## src/source/nabp_pkg.sv

```systemverilog
package nabp_pkg;

    // line geometry
    localparam int IMAGE_SIZE = 8;
    localparam int FILL_COUNT = 4;

    // data widths
    localparam int SAMPLE_WIDTH = 8;
    localparam int PIXEL_WIDTH = 16;
    localparam int PIXEL_ADDR_WIDTH = $clog2(IMAGE_SIZE);

    // fixed-point step accumulator, 4.8
    localparam int ACCU_INT_BITS = 4;
    localparam int ACCU_FRAC_BITS = 8;
    localparam int ACCU_WIDTH = ACCU_INT_BITS + ACCU_FRAC_BITS;

    // shifter counters
    localparam int FILL_CNT_WIDTH = $clog2(FILL_COUNT + 1);
    localparam int SHIFT_CNT_WIDTH = $clog2(IMAGE_SIZE);

    // fsm encodings
    localparam int STATE_WIDTH = 2;
    localparam logic [STATE_WIDTH-1:0] CTRL_IDLE = 2'd0;
    localparam logic [STATE_WIDTH-1:0] CTRL_FILLING = 2'd1;
    localparam logic [STATE_WIDTH-1:0] CTRL_SHIFTING = 2'd2;
    localparam logic [STATE_WIDTH-1:0] CTRL_FINISHING = 2'd3;
    localparam logic [STATE_WIDTH-1:0] SH_READY = 2'd0;
    localparam logic [STATE_WIDTH-1:0] SH_FILL = 2'd1;
    localparam logic [STATE_WIDTH-1:0] SH_FILL_DONE = 2'd2;
    localparam logic [STATE_WIDTH-1:0] SH_SHIFT = 2'd3;

    typedef logic [SAMPLE_WIDTH-1:0] sample_t;
    typedef logic [PIXEL_WIDTH-1:0] pixel_t;
    typedef logic [PIXEL_ADDR_WIDTH-1:0] pixel_addr_t;

    // raw word for the adder, split fields for the boundary check
    typedef union packed {
        logic [ACCU_WIDTH-1:0] raw;
        struct packed {
            logic [ACCU_INT_BITS-1:0] int_part;
            logic [ACCU_FRAC_BITS-1:0] frac_part;
        } fields;
    } accu_word_u;

endpackage
```

## src/source/nabp_ctrl_if.sv

```systemverilog
`timescale 1ns/100ps

interface nabp_ctrl_if;

    // controller to shifter
    logic fill_kick;
    logic shift_kick;
    nabp_pkg::accu_word_u accu_base;

    // shifter to controller, one-cycle pulses in the last phase cycle
    logic fill_done;
    logic shift_done;

    modport controller (
        output fill_kick,
        output shift_kick,
        output accu_base,
        input  fill_done,
        input  shift_done
    );

    modport shifter (
        input  fill_kick,
        input  shift_kick,
        input  accu_base,
        output fill_done,
        output shift_done
    );

endinterface

```

## src/source/nabp_line_unit.sv

```systemverilog
`timescale 1ns/100ps

module nabp_line_unit (
    input  logic clk,
    input  logic reset_n,
    input  logic start,
    input  logic [nabp_pkg::ACCU_WIDTH-1:0] step,
    input  logic accumulate_clear,
    input  nabp_pkg::sample_t sample_in,
    input  nabp_pkg::pixel_addr_t rd_addr,
    output logic sample_take,
    output logic busy,
    output logic line_done,
    output nabp_pkg::pixel_t rd_data
);

    logic shift_en;
    logic pixel_valid;
    nabp_pkg::sample_t head_sample;

    nabp_ctrl_if ctrl_if ();

    // producer
    nabp_state_control i_state_control (
        .clk       (clk),
        .reset_n   (reset_n),
        .start     (start),
        .step      (step),
        .busy      (busy),
        .line_done (line_done),
        .ctrl      (ctrl_if.controller)
    );

    // sequencing between mapper and pixels
    nabp_shifter i_shifter (
        .clk         (clk),
        .reset_n     (reset_n),
        .ctrl        (ctrl_if.shifter),
        .shift_en    (shift_en),
        .pixel_valid (pixel_valid)
    );

    // sample window
    nabp_filter_mapper i_filter_mapper (
        .clk         (clk),
        .reset_n     (reset_n),
        .shift_en    (shift_en),
        .sample_in   (sample_in),
        .head_sample (head_sample)
    );

    // consumer
    nabp_pixel_accumulator i_pixel_accumulator (
        .clk              (clk),
        .reset_n          (reset_n),
        .pixel_valid      (pixel_valid),
        .head_sample      (head_sample),
        .accumulate_clear (accumulate_clear),
        .busy             (busy),
        .rd_addr          (rd_addr),
        .rd_data          (rd_data)
    );

    // the source must present a new sample whenever the window shifts
    assign sample_take = shift_en;

endmodule

```

## src/source/nabp_pixel_accumulator.sv

```systemverilog
`timescale 1ns/100ps

module nabp_pixel_accumulator (
    input  logic clk,
    input  logic reset_n,
    input  logic pixel_valid,
    input  nabp_pkg::sample_t head_sample,
    input  logic accumulate_clear,
    input  logic busy,
    input  nabp_pkg::pixel_addr_t rd_addr,
    output nabp_pkg::pixel_t rd_data
);

    nabp_pkg::pixel_t pixels [nabp_pkg::IMAGE_SIZE];
    nabp_pkg::pixel_addr_t pixel_idx;
    logic valid_d;

    // one cycle late, so the mapper shift for this pixel has landed
    always_ff @(posedge clk)
    begin
        if (!reset_n)
        begin
            valid_d <= 1'b0;
            pixel_idx <= '0;
        end
        else
        begin
            valid_d <= pixel_valid;
            if (valid_d)
            begin
                if (pixel_idx == nabp_pkg::pixel_addr_t'(nabp_pkg::IMAGE_SIZE - 1))
                    pixel_idx <= '0;
                else
                    pixel_idx <= pixel_idx + 1'b1;
            end
        end
    end

    always_ff @(posedge clk)
    begin
        if (!reset_n || (accumulate_clear && !busy))
        begin
            for (int i = 0; i < nabp_pkg::IMAGE_SIZE; i++)
            begin
                pixels[i] <= '0;
            end
        end
        else if (valid_d)
        begin
            // sums wrap at the pixel width
            pixels[pixel_idx] <= pixels[pixel_idx] + nabp_pkg::pixel_t'(head_sample);
        end
    end

    assign rd_data = pixels[rd_addr];

endmodule

```

## src/source/nabp_filter_mapper.sv

```systemverilog
`timescale 1ns/100ps

module nabp_filter_mapper (
    input  logic clk,
    input  logic reset_n,
    input  logic shift_en,
    input  nabp_pkg::sample_t sample_in,
    output nabp_pkg::sample_t head_sample
);

    // entry 0 is the head, the oldest sample still kept
    nabp_pkg::sample_t window [nabp_pkg::FILL_COUNT];

    always_ff @(posedge clk)
    begin
        if (!reset_n)
        begin
            for (int i = 0; i < nabp_pkg::FILL_COUNT; i++)
            begin
                window[i] <= '0;
            end
        end
        else if (shift_en)
        begin
            // drop the head, move the rest up
            for (int i = 0; i < nabp_pkg::FILL_COUNT - 1; i++)
            begin
                window[i] <= window[i + 1];
            end
            window[nabp_pkg::FILL_COUNT - 1] <= sample_in;
        end
    end

    assign head_sample = window[0];

endmodule

```

## src/source/nabp_shifter.sv

```systemverilog
`timescale 1ns/100ps

module nabp_shifter (
    input  logic clk,
    input  logic reset_n,
    nabp_ctrl_if.shifter ctrl,
    output logic shift_en,
    output logic pixel_valid
);

    logic [nabp_pkg::STATE_WIDTH-1:0] state;
    logic [nabp_pkg::STATE_WIDTH-1:0] next_state;
    logic [nabp_pkg::FILL_CNT_WIDTH-1:0] fill_cnt;
    logic [nabp_pkg::SHIFT_CNT_WIDTH-1:0] shift_cnt;
    nabp_pkg::accu_word_u accu;
    nabp_pkg::accu_word_u accu_new;

    // last cycle of each phase
    assign ctrl.fill_done = (state == nabp_pkg::SH_FILL)
        && (fill_cnt == nabp_pkg::FILL_CNT_WIDTH'(1));
    assign ctrl.shift_done = (state == nabp_pkg::SH_SHIFT) && (shift_cnt == '0);

    // wraps freely, only integer crossings matter
    assign accu_new.raw = accu.raw + ctrl.accu_base.raw;

    always_comb
    begin
        next_state = state;
        case (state)
            nabp_pkg::SH_READY:
                if (ctrl.fill_kick)
                    next_state = nabp_pkg::SH_FILL;
            nabp_pkg::SH_FILL:
                if (ctrl.fill_done)
                    next_state = nabp_pkg::SH_FILL_DONE;
            nabp_pkg::SH_FILL_DONE:
                if (ctrl.shift_kick)
                    next_state = nabp_pkg::SH_SHIFT;
            default:
                if (ctrl.shift_done)
                    next_state = nabp_pkg::SH_READY;
        endcase
    end

    always_ff @(posedge clk)
    begin
        if (!reset_n)
            state <= nabp_pkg::SH_READY;
        else
            state <= next_state;
    end

    always_ff @(posedge clk)
    begin
        if (!reset_n)
        begin
            fill_cnt <= '0;
            shift_cnt <= '0;
            shift_en <= 1'b0;
            pixel_valid <= 1'b0;
        end
        else
        begin
            shift_en <= 1'b0;
            pixel_valid <= 1'b0;
            case (state)
                nabp_pkg::SH_READY:
                begin
                    if (ctrl.fill_kick)
                    begin
                        fill_cnt <= nabp_pkg::FILL_CNT_WIDTH'(nabp_pkg::FILL_COUNT);
                        shift_en <= 1'b1;
                    end
                end
                nabp_pkg::SH_FILL:
                begin
                    if (!ctrl.fill_done)
                    begin
                        fill_cnt <= fill_cnt - 1'b1;
                        shift_en <= 1'b1;
                    end
                end
                nabp_pkg::SH_FILL_DONE:
                begin
                    // pixel 0 never shifts
                    if (ctrl.shift_kick)
                    begin
                        shift_cnt <= nabp_pkg::SHIFT_CNT_WIDTH'(nabp_pkg::IMAGE_SIZE - 1);
                        pixel_valid <= 1'b1;
                    end
                end
                default:
                begin
                    if (!ctrl.shift_done)
                    begin
                        shift_cnt <= shift_cnt - 1'b1;
                        pixel_valid <= 1'b1;
                        shift_en <= accu_new.fields.int_part != accu.fields.int_part;
                    end
                end
            endcase
        end
    end

    // accu holds k*step during pixel k
    always_ff @(posedge clk)
    begin
        if (state == nabp_pkg::SH_FILL_DONE)
            accu.raw <= '0;
        else if (state == nabp_pkg::SH_SHIFT)
            accu <= accu_new;
    end

endmodule

```

## src/source/nabp_state_control.sv

```systemverilog
`timescale 1ns/100ps

module nabp_state_control (
    input  logic clk,
    input  logic reset_n,
    input  logic start,
    input  logic [nabp_pkg::ACCU_WIDTH-1:0] step,
    output logic busy,
    output logic line_done,
    nabp_ctrl_if.controller ctrl
);

    logic [nabp_pkg::STATE_WIDTH-1:0] state;
    logic accept;

    // start only counts while idle
    assign accept = start && !busy;

    always_ff @(posedge clk)
    begin
        if (!reset_n)
        begin
            state <= nabp_pkg::CTRL_IDLE;
            busy <= 1'b0;
            line_done <= 1'b0;
            ctrl.fill_kick <= 1'b0;
            ctrl.shift_kick <= 1'b0;
        end
        else
        begin
            // kicks and line_done are single-cycle pulses
            ctrl.fill_kick <= 1'b0;
            ctrl.shift_kick <= 1'b0;
            line_done <= 1'b0;
            case (state)
                nabp_pkg::CTRL_IDLE, nabp_pkg::CTRL_FINISHING:
                begin
                    if (accept)
                    begin
                        state <= nabp_pkg::CTRL_FILLING;
                        busy <= 1'b1;
                        ctrl.fill_kick <= 1'b1;
                    end
                    else
                    begin
                        state <= nabp_pkg::CTRL_IDLE;
                    end
                end
                nabp_pkg::CTRL_FILLING:
                begin
                    if (ctrl.fill_done)
                    begin
                        state <= nabp_pkg::CTRL_SHIFTING;
                        ctrl.shift_kick <= 1'b1;
                    end
                end
                default:
                begin
                    // shifting, wait for the last pixel
                    if (ctrl.shift_done)
                    begin
                        state <= nabp_pkg::CTRL_FINISHING;
                        busy <= 1'b0;
                        line_done <= 1'b1;
                    end
                end
            endcase
        end
    end

    // only the fraction of the step is used
    always_ff @(posedge clk)
    begin
        if (accept)
        begin
            ctrl.accu_base.fields.int_part <= '0;
            ctrl.accu_base.fields.frac_part <= step[nabp_pkg::ACCU_FRAC_BITS-1:0];
        end
    end

endmodule

```

## config.mk

```make
export PLATFORM = sky130hd
export DESIGN_NAME = nabp_line_unit
export DESIGN_NICKNAME = d
export VERILOG_FILES = /design/src/source/nabp_pkg.sv /design/src/source/nabp_ctrl_if.sv /design/src/source/nabp_line_unit.sv /design/src/source/nabp_pixel_accumulator.sv /design/src/source/nabp_filter_mapper.sv /design/src/source/nabp_shifter.sv /design/src/source/nabp_state_control.sv
export SDC_FILE = /design/constraint.sdc
export NUM_CORES = 1
export LEC_CHECK = 0
export BUFFER_PORTS_ARGS = -buffer_cell sky130_fd_sc_hd__buf_2
export CORE_MARGIN = 4
export CORE_UTILIZATION = 62
export DETAILED_ROUTE_END_ITERATION = 7
export PLACE_DENSITY_LB_ADDON = 0.25
export SYNTH_ARGS = -nofsm -noshare
export SYNTH_HDL_FRONTEND = slang
export SYNTH_SLANG_ARGS = --single-unit
```

## constraint.sdc

```tcl
create_clock -name clk -period 5.4 [get_ports clk]
set_input_delay 0.54 -clock clk [delete_from_list [all_inputs] [get_ports clk]]
set_output_delay 0.54 -clock clk [all_outputs]
set_load 0.02 [all_outputs]
```

==> results of run 1 <==
[layer usage]
layer | vias to the layer above | GRT usage [%] | part of all wire (%)
li1 | 2943 | - | -
met1 | 3269 | 32.3 | 38
met2 | 320 | 43.8 | 51
met3 | 54 | 5.37 | 8.7
met4 | 0 | 9.70 | 2.5
met5 | - | 0 | 0
[Yosys cell counts, types with 3 or more instances]
| cell type | instances |
|---|---|
| o211ai_1 | 3 |
| mux4_1 | 16 |
| nor2_1 | 131 |
| o21ai_0 | 16 |
| a21boi_0 | 3 |
| and2_1 | 7 |
| dfxtp_1 | 32 |
| ha_1 | 31 |
| xor2_1 | 7 |
| buf_6 | 3 |
| inv_1 | 23 |
| nor2b_1 | 9 |
| xnor2_1 | 7 |
| and3_1 | 33 |
| nand3b_1 | 9 |
| nand3_1 | 15 |
| mux4_2 | 48 |
| a21o_1 | 6 |
| buf_1 | 3 |
| buf_2 | 6 |
| nand2b_1 | 8 |
| mux2_2 | 24 |
| edfxtp_1 | 168 |
| nand2_1 | 31 |
| clkbuf_1 | 31 |
| mux2i_1 | 14 |
| a21oi_1 | 16 |
| nor3b_1 | 10 |
| nand4_1 | 4 |
| nor3_1 | 13 |
[through the flow]
| step | hold WS [ns] | instances | setup WS, ns | utilization, % |
|---|---|---|---|---|
| after CTS | 0.252 | 1026 | 1.24 | 69.0 |
| after global routing | 0.250 | 1026 | 1.07 | 69.0 |
| final | 0.272 | 1026 | 1.26 | 69.0 |
| after global placement | 0.417 | 994 | 1.38 | 65.1 |
| after detailed placement | 0.424 | 994 | 1.24 | 65.1 |
| after floorplan | 0.412 | 768 | 1.62 | - |
[cells in the final DEF (no fill, tap or decap), types with 3 or more instances in the layout]
cell / Yosys / routed
a21boi_0: 3 / 3
a21o_1: 6 / 6
a21oi_1: 16 / 16
and2_1: 7 / 7
and3_1: 33 / 33
buf_2: 6 / 41
buf_4: 1 / 10
bufinv_16: 0 / 4
clkbuf_16: 0 / 17
dfxtp_1: 32 / 31
edfxtp_1: 168 / 168
ha_1: 31 / 31
inv_1: 23 / 23
inv_6: 0 / 4
mux2_2: 24 / 24
mux2i_1: 14 / 14
mux4_1: 16 / 16
mux4_2: 48 / 48
nand2_1: 31 / 31
nand2b_1: 8 / 8
nand3_1: 15 / 15
nand3b_1: 9 / 9
nand4_1: 4 / 4
nor2_1: 131 / 131
nor2b_1: 9 / 9
nor3_1: 13 / 13
nor3b_1: 10 / 10
o211ai_1: 3 / 3
o21ai_0: 16 / 15
xnor2_1: 7 / 7
xor2_1: 7 / 7
[registers in the layout (all words and copies together), names as in the netlist, 2 cells and up, named ones only]
signal,count
i_state_control.state,2
i_filter_mapper.window,32
i_state_control.ctrl.accu_base,8
i_pixel_accumulator.pixel_idx,3
i_shifter.accu,9
i_pixel_accumulator.pixels,128
i_shifter.fill_cnt,3
i_shifter.shift_cnt,3
i_shifter.state,2
[power breakdown]
group / total [uW] / leakage, uW / internal (uW) / switching (uW)
clock: 1380 / 0.000306 / 788 / 592
sequential: 2080 / 0.00206 / 1950 / 138
combinational: 951 / 0.00201 / 379 / 572
[layout make-up]
class,instances,share of cell area [%]
Sequential cell,200,49.9
Clock buffer,17,3.73
Tap cell,220,2.41
Multi-Input combinational cell,500,38.9
Clock inverter,15,1.88
Timing Repair Buffer,51,2.46
Inverter,23,0.757
[cells by family after synthesis]
group,after synthesis,synth area share (%)
buffers and inverters,68,2.93
DFF,200,54.6
adders and majority gates,33,4.11
muxes,105,18.8
AOI/OAI and AO/OA,65,4.60
and+or+nand+nor,279,13.1
xor gates and xnor gates,18,1.91
[path summary, 6_finish.rpt]
check,to,slack (ns)
max,i_pixel_accumulator.pixels[6][15],1.26
min,i_state_control.ctrl.accu_base[2],0.27
max reg2reg,i_pixel_accumulator.pixels[6][15],1.26
min reg2reg,i_pixel_accumulator.valid_d,0.44
==> flow_metrics.py, run 1 <==
metrics = {
    "finish": {
        "seqCellArea_um2": 5690,
        "area_delta_synth_final_pct": 9.38,
        "nNetsFinal": 853,
        "fin_area_um2": 11400,
        "multi_input_area_um2": 4430,
        "drive_above_1_share_pct": 22.2,
        "diodes": 0,
        "fill_cells": 1100,
    },
    "setup_path": {
        "crit_family": "multiplexers",
        "critPathLaunchType": "register",
        "cp.arrival_ns": 4.28,
        "crit_type": "reg -> reg",
        "slowest_delay_ns": 0.92,
        "critPathMaxFanout": 25,
        "ff2ff_path_depth": 10,
        "required_ns": 5.54,
        "cp.buffers_inverters": 1,
        "cp.depth": 10,
        "crit_slowest_cell": "dfxtp_2",
        "cp-end-kind": "register",
        "cp_cell_sequence": "mux4_1, mux2i_1, inv_1, ha_1, nand3_1, a21o_1, a31oi_1, o2111ai_4, nor3_4, nor3_1",
    },
    "synthesis": {
        "ys_seq_area_share_pct": 54.6,
        "yosysTopAreaCellShare_pct": 48.4,
        "synth_flop_cell": "edfxtp_1",
        "post_synth.cell_area_avg_um2": 13.6,
        "synth_nets": 828,
        "synth_edf_count": 168,
        "syn_inst": 768,
        "async_reset_ff_share_pct": 0,
        "yosysTopAreaCell": "edfxtp_1",
        "yosysWarnings": 0,
        "ys_types": 62,
        "synth-seq-cells": 200,
        "synthesis.area_um2": 10400,
        "synthTopCellsByArea": "edfxtp_1, mux4_2, dfxtp_1",
    },
    "routing": {
        "vias": 6586,
        "wire_per_inst_um": 22.4,
        "drc": 0,
        "drtAntennaViolNets": 0,
        "finalWirelength_um": 23000,
        "vias_per_cell": 6.42,
        "firstDrtPassIters": 5,
        "drtIter0Drc": 595,
    },
    "sta": {
        "tns_ns": 0,
        "fmax_ghz": 0.242,
        "clock_skew_ns": 0.0103,
        "finalSetupViolCount": 0,
        "finalCritPeriodShare_pct": 76.6,
        "fin_crit_ns": 4.14,
        "maxSlewHeadroom_pct": 26.6,
        "hold_viol": 0,
        "worst_slew_pin_slew_ns": 1.10,
        "rsz0062_at_grt": "no",
        "finalMaxSlewViolations": 0,
    },
    "floorplanning": {
        "dieArea_um2": 18900,
        "core-area_um2": 16500,
        "die_height_um": 138,
        "initial_core_util_pct": 63.1,
        "die_width_um": 138,
        "rows": 47,
        "ioPinCount": 46,
    },
    "clock_tree": {
        "cts.sinks": 200,
        "clock_latency_ns": 0.44,
        "cts_made_buffers": 17,
        "htree_levels": 4,
        "clk_pin_slew_ns": 0.07,
        "postCtsHoldBufs": 0,
        "cts_tree": "built",
        "ctsResizeCount": 0,
        "ctsRootBufferMaster": "clkbuf_16",
        "clock_path_buffers": 2,
        "cts_setup_buffers": 0,
    },
    "global_routing": {
        "grt_pass1_vias": 6596,
        "grt_max_degree": 56,
        "grt_first_pass_wirelength_um": 35800,
        "grt_overflow_total": 0,
        "grtUsageTotal_pct": 25.6,
        "antenna_found_initial": 0,
    },
    "power": {
        "ir_drop_v": 0.000300,
        "pwr_density_cell_nw_per_um2": 387,
        "power_uw": 4420,
        "power_leakage_uw": 0.00438,
    },
    "placed_design": {
        "dpl.hpwl_um": 14000,
        "port_buffers": 41,
        "gp_congestion": 0.829,
        "placed_area_um2": 10800,
    },
    "worst_hold_path": {
        "whs_path_depth": 1,
        "min_from": "step[2]",
        "hold_class": "in -> reg",
    },
    "status": {
        "status": "finished, final reports clean",
    },
    "run": {
        "maxCapViolations": 0,
    },
}
Note: power is estimated with default switching activity, not from simulation.
==> inputs of run 2 (changes only) <==
==> constraint.sdc (replaced) <==
create_clock -name clk -period 4 [get_ports clk]
set_input_delay 0.4 -clock clk [delete_from_list [all_inputs] [get_ports clk]]
set_output_delay 0.4 -clock clk [all_outputs]
set_load 0.02 [all_outputs]
==> run 2 against run 1 <==
- total power increased by 30%
- sequential power increased by 35%
- register-to-register slack got worse by 1.0 ns
- combinational power increased by 38%
- die area unchanged
- largest cell class unchanged
- largest power group unchanged
- highest routed layer unchanged
==> flow_metrics.py, run 2 (synthesis gave the netlist of run 1 again) <==
metrics = {
    "routing": {
        "finalWirelength_um": 22400,
        "wire_per_inst_um": 21.7,
        "drc": 0,
        "drtIter0Drc": 556,
        "drtAntennaViolNets": 0,
        "firstDrtPassIters": 5,
        "vias": 6540,
        "vias_per_cell": 6.34,
    },
    "clock_tree": {
        "htree_levels": 4,
        "cts_made_buffers": 17,
        "ctsRootBufferMaster": "clkbuf_16",
        "postCtsHoldBufs": 0,
        "clk_pin_slew_ns": 0.07,
        "ctsResizeCount": 0,
        "clock_latency_ns": 0.43,
        "cts.sinks": 200,
        "clock_path_buffers": 2,
        "cts_tree": "built",
        "cts_setup_buffers": 0,
    },
    "finish": {
        "fill_cells": 1147,
        "final_common_cell": "edfxtp_1",
        "nNetsFinal": 859,
        "diodes": 0,
        "area_delta_synth_final_pct": 8.99,
        "fin_util_pct": 68.7,
        "largest_reg_flops": 128,
        "largest-register": "i_pixel_accumulator.pixels",
        "drive_above_1_share_pct": 22.5,
        "top_regs": "i_pixel_accumulator.pixels: 128 flops, i_filter_mapper.window: 32 flops, i_shifter.accu: 9 flops",
        "most-common-layout-cells": "edfxtp_1, nor2_1, mux4_2, buf_2, and3_1",
    },
    "setup_path": {
        "crit_type": "reg -> reg",
        "slowest_delay_ns": 0.62,
        "critPathMaxFanout": 13,
        "ff2ff_path_depth": 9,
        "required_ns": 4.15,
        "critPathLaunchType": "register",
        "cp.depth": 9,
        "cp.arrival_ns": 3.91,
        "cp.buffers_inverters": 0,
        "crit_family": "compound AO/OA/AOI/OAI gates",
        "crit_slowest_cell": "dfxtp_2",
        "cp_cell_sequence": "mux4_2, mux2_2, ha_1, a21o_1, a21oi_1, a31oi_1, o2111ai_4, xor2_4, nor2_1",
        "cp-end-kind": "register",
    },
    "global_routing": {
        "grt_pass1_vias": 6671,
        "grt_first_pass_wirelength_um": 35200,
        "grtUsageTotal_pct": 25.2,
        "antenna_found_initial": 0,
        "grt_overflow_total": 0,
        "grt_max_degree": 55,
    },
    "power": {
        "pwr-share-seq_pct": 48.8,
        "comb_power_share_pct": 22.8,
        "p_switching_uw": 1710,
        "clkPwrFrac_pct": 28.3,
        "p_int_uw": 4010,
        "power_uw": 5730,
        "ir_drop_v": 0.000304,
        "power_leakage_uw": 0.00436,
        "pwr_density_cell_nw_per_um2": 504,
        "swShare_pct": 29.9,
    },
    "floorplanning": {
        "core-area_um2": 16500,
        "initial_core_util_pct": 63.1,
        "ioPinCount": 46,
        "rows": 47,
        "dieArea_um2": 18900,
        "die_width_um": 138,
        "die_height_um": 138,
    },
    "status": {
        "status": "finished, final reports clean",
    },
    "sta": {
        "hold_viol": 0,
        "finalCritPeriodShare_pct": 93.9,
        "finalMaxSlewViolations": 0,
        "fmax_ghz": 0.266,
        "clock_skew_ns": 0.00859,
        "tns_ns": 0,
        "rsz0062_at_grt": "no",
        "finalSetupViolCount": 0,
        "maxSlewHeadroom_pct": 25.8,
        "fin_crit_ns": 3.76,
        "worst_slew_pin_slew_ns": 1.11,
    },
    "placed_design": {
        "dpl.hpwl_um": 14300,
        "gp_congestion": 0.803,
        "port_buffers": 41,
    },
    "run": {
        "maxCapViolations": 0,
    },
    "worst_hold_path": {
        "hold_class": "in -> reg",
        "whs_path_depth": 1,
    },
}
## run 2: final timing paths
path / from / endpoint / slack (ns)
worst min register to register: i_shifter.pixel_valid / i_pixel_accumulator.valid_d / 0.44
worst max-delay path: register / i_pixel_accumulator.pixels[0][11] / 0.24
worst min-delay path: step[6] / i_state_control.ctrl.accu_base[6] / 0.14
worst max register to register: register / i_pixel_accumulator.pixels[0][11] / 0.24
## run 2: area by class of cell
cell class,count,area [um2],share of cell area [%]
Clock buffer,19,433,3.81
Clock inverter,13,120,1.06
Inverter,23,86.3,0.760
Multi-Input combinational cell,500,4430,39.0
Sequential cell,200,5690,50.1
Tap cell,220,275,2.42
Timing Repair Buffer,57,325,2.86
## run 2: metrics by stage
stage                     cells  hold slack, ns  instance area [um2]  setup WS, ns
after floorplan             768           0.412                10400         0.219
after global placement     1000           0.415                10800         0.296
after detailed placement   1000           0.421                10800         0.194
after CTS                  1032           0.122                11400         0.170
after global routing       1032           0.126                11400        0.0281
final                      1032           0.139                11400         0.242
## run 2: worst reg2reg max path, stage by stage, from the launching register on
cell and delay [ns]:
dfxtp_2 0.62, mux4_2 0.58, mux2_2 0.29, ha_1 0.33, a21o_1 0.18, a21oi_1 0.34
a31oi_1 0.26, o2111ai_4 0.49, xor2_4 0.29, nor2_1 0.08
## run 2: power by group through the flow
stage,combinational [uW],clock [uW],sequential [uW]
6_report,1310,1620,2800
3_5_place_dp,1300,0,2840
3_3_place_gp,1240,0,2800
5_1_grt,1450,1730,2830
4_1_cts,1310,1640,2790
2_1_floorplan,982,0,2780
## run 2: routing by layer
layer	up-vias	GRT usage, %	share of wire [%]
met1	3254	31.8	39
met5	-	0	0
met3	49	4.42	7.0
met4	0	11.4	2.8
li1	2958	-	-
met2	279	42.8	51
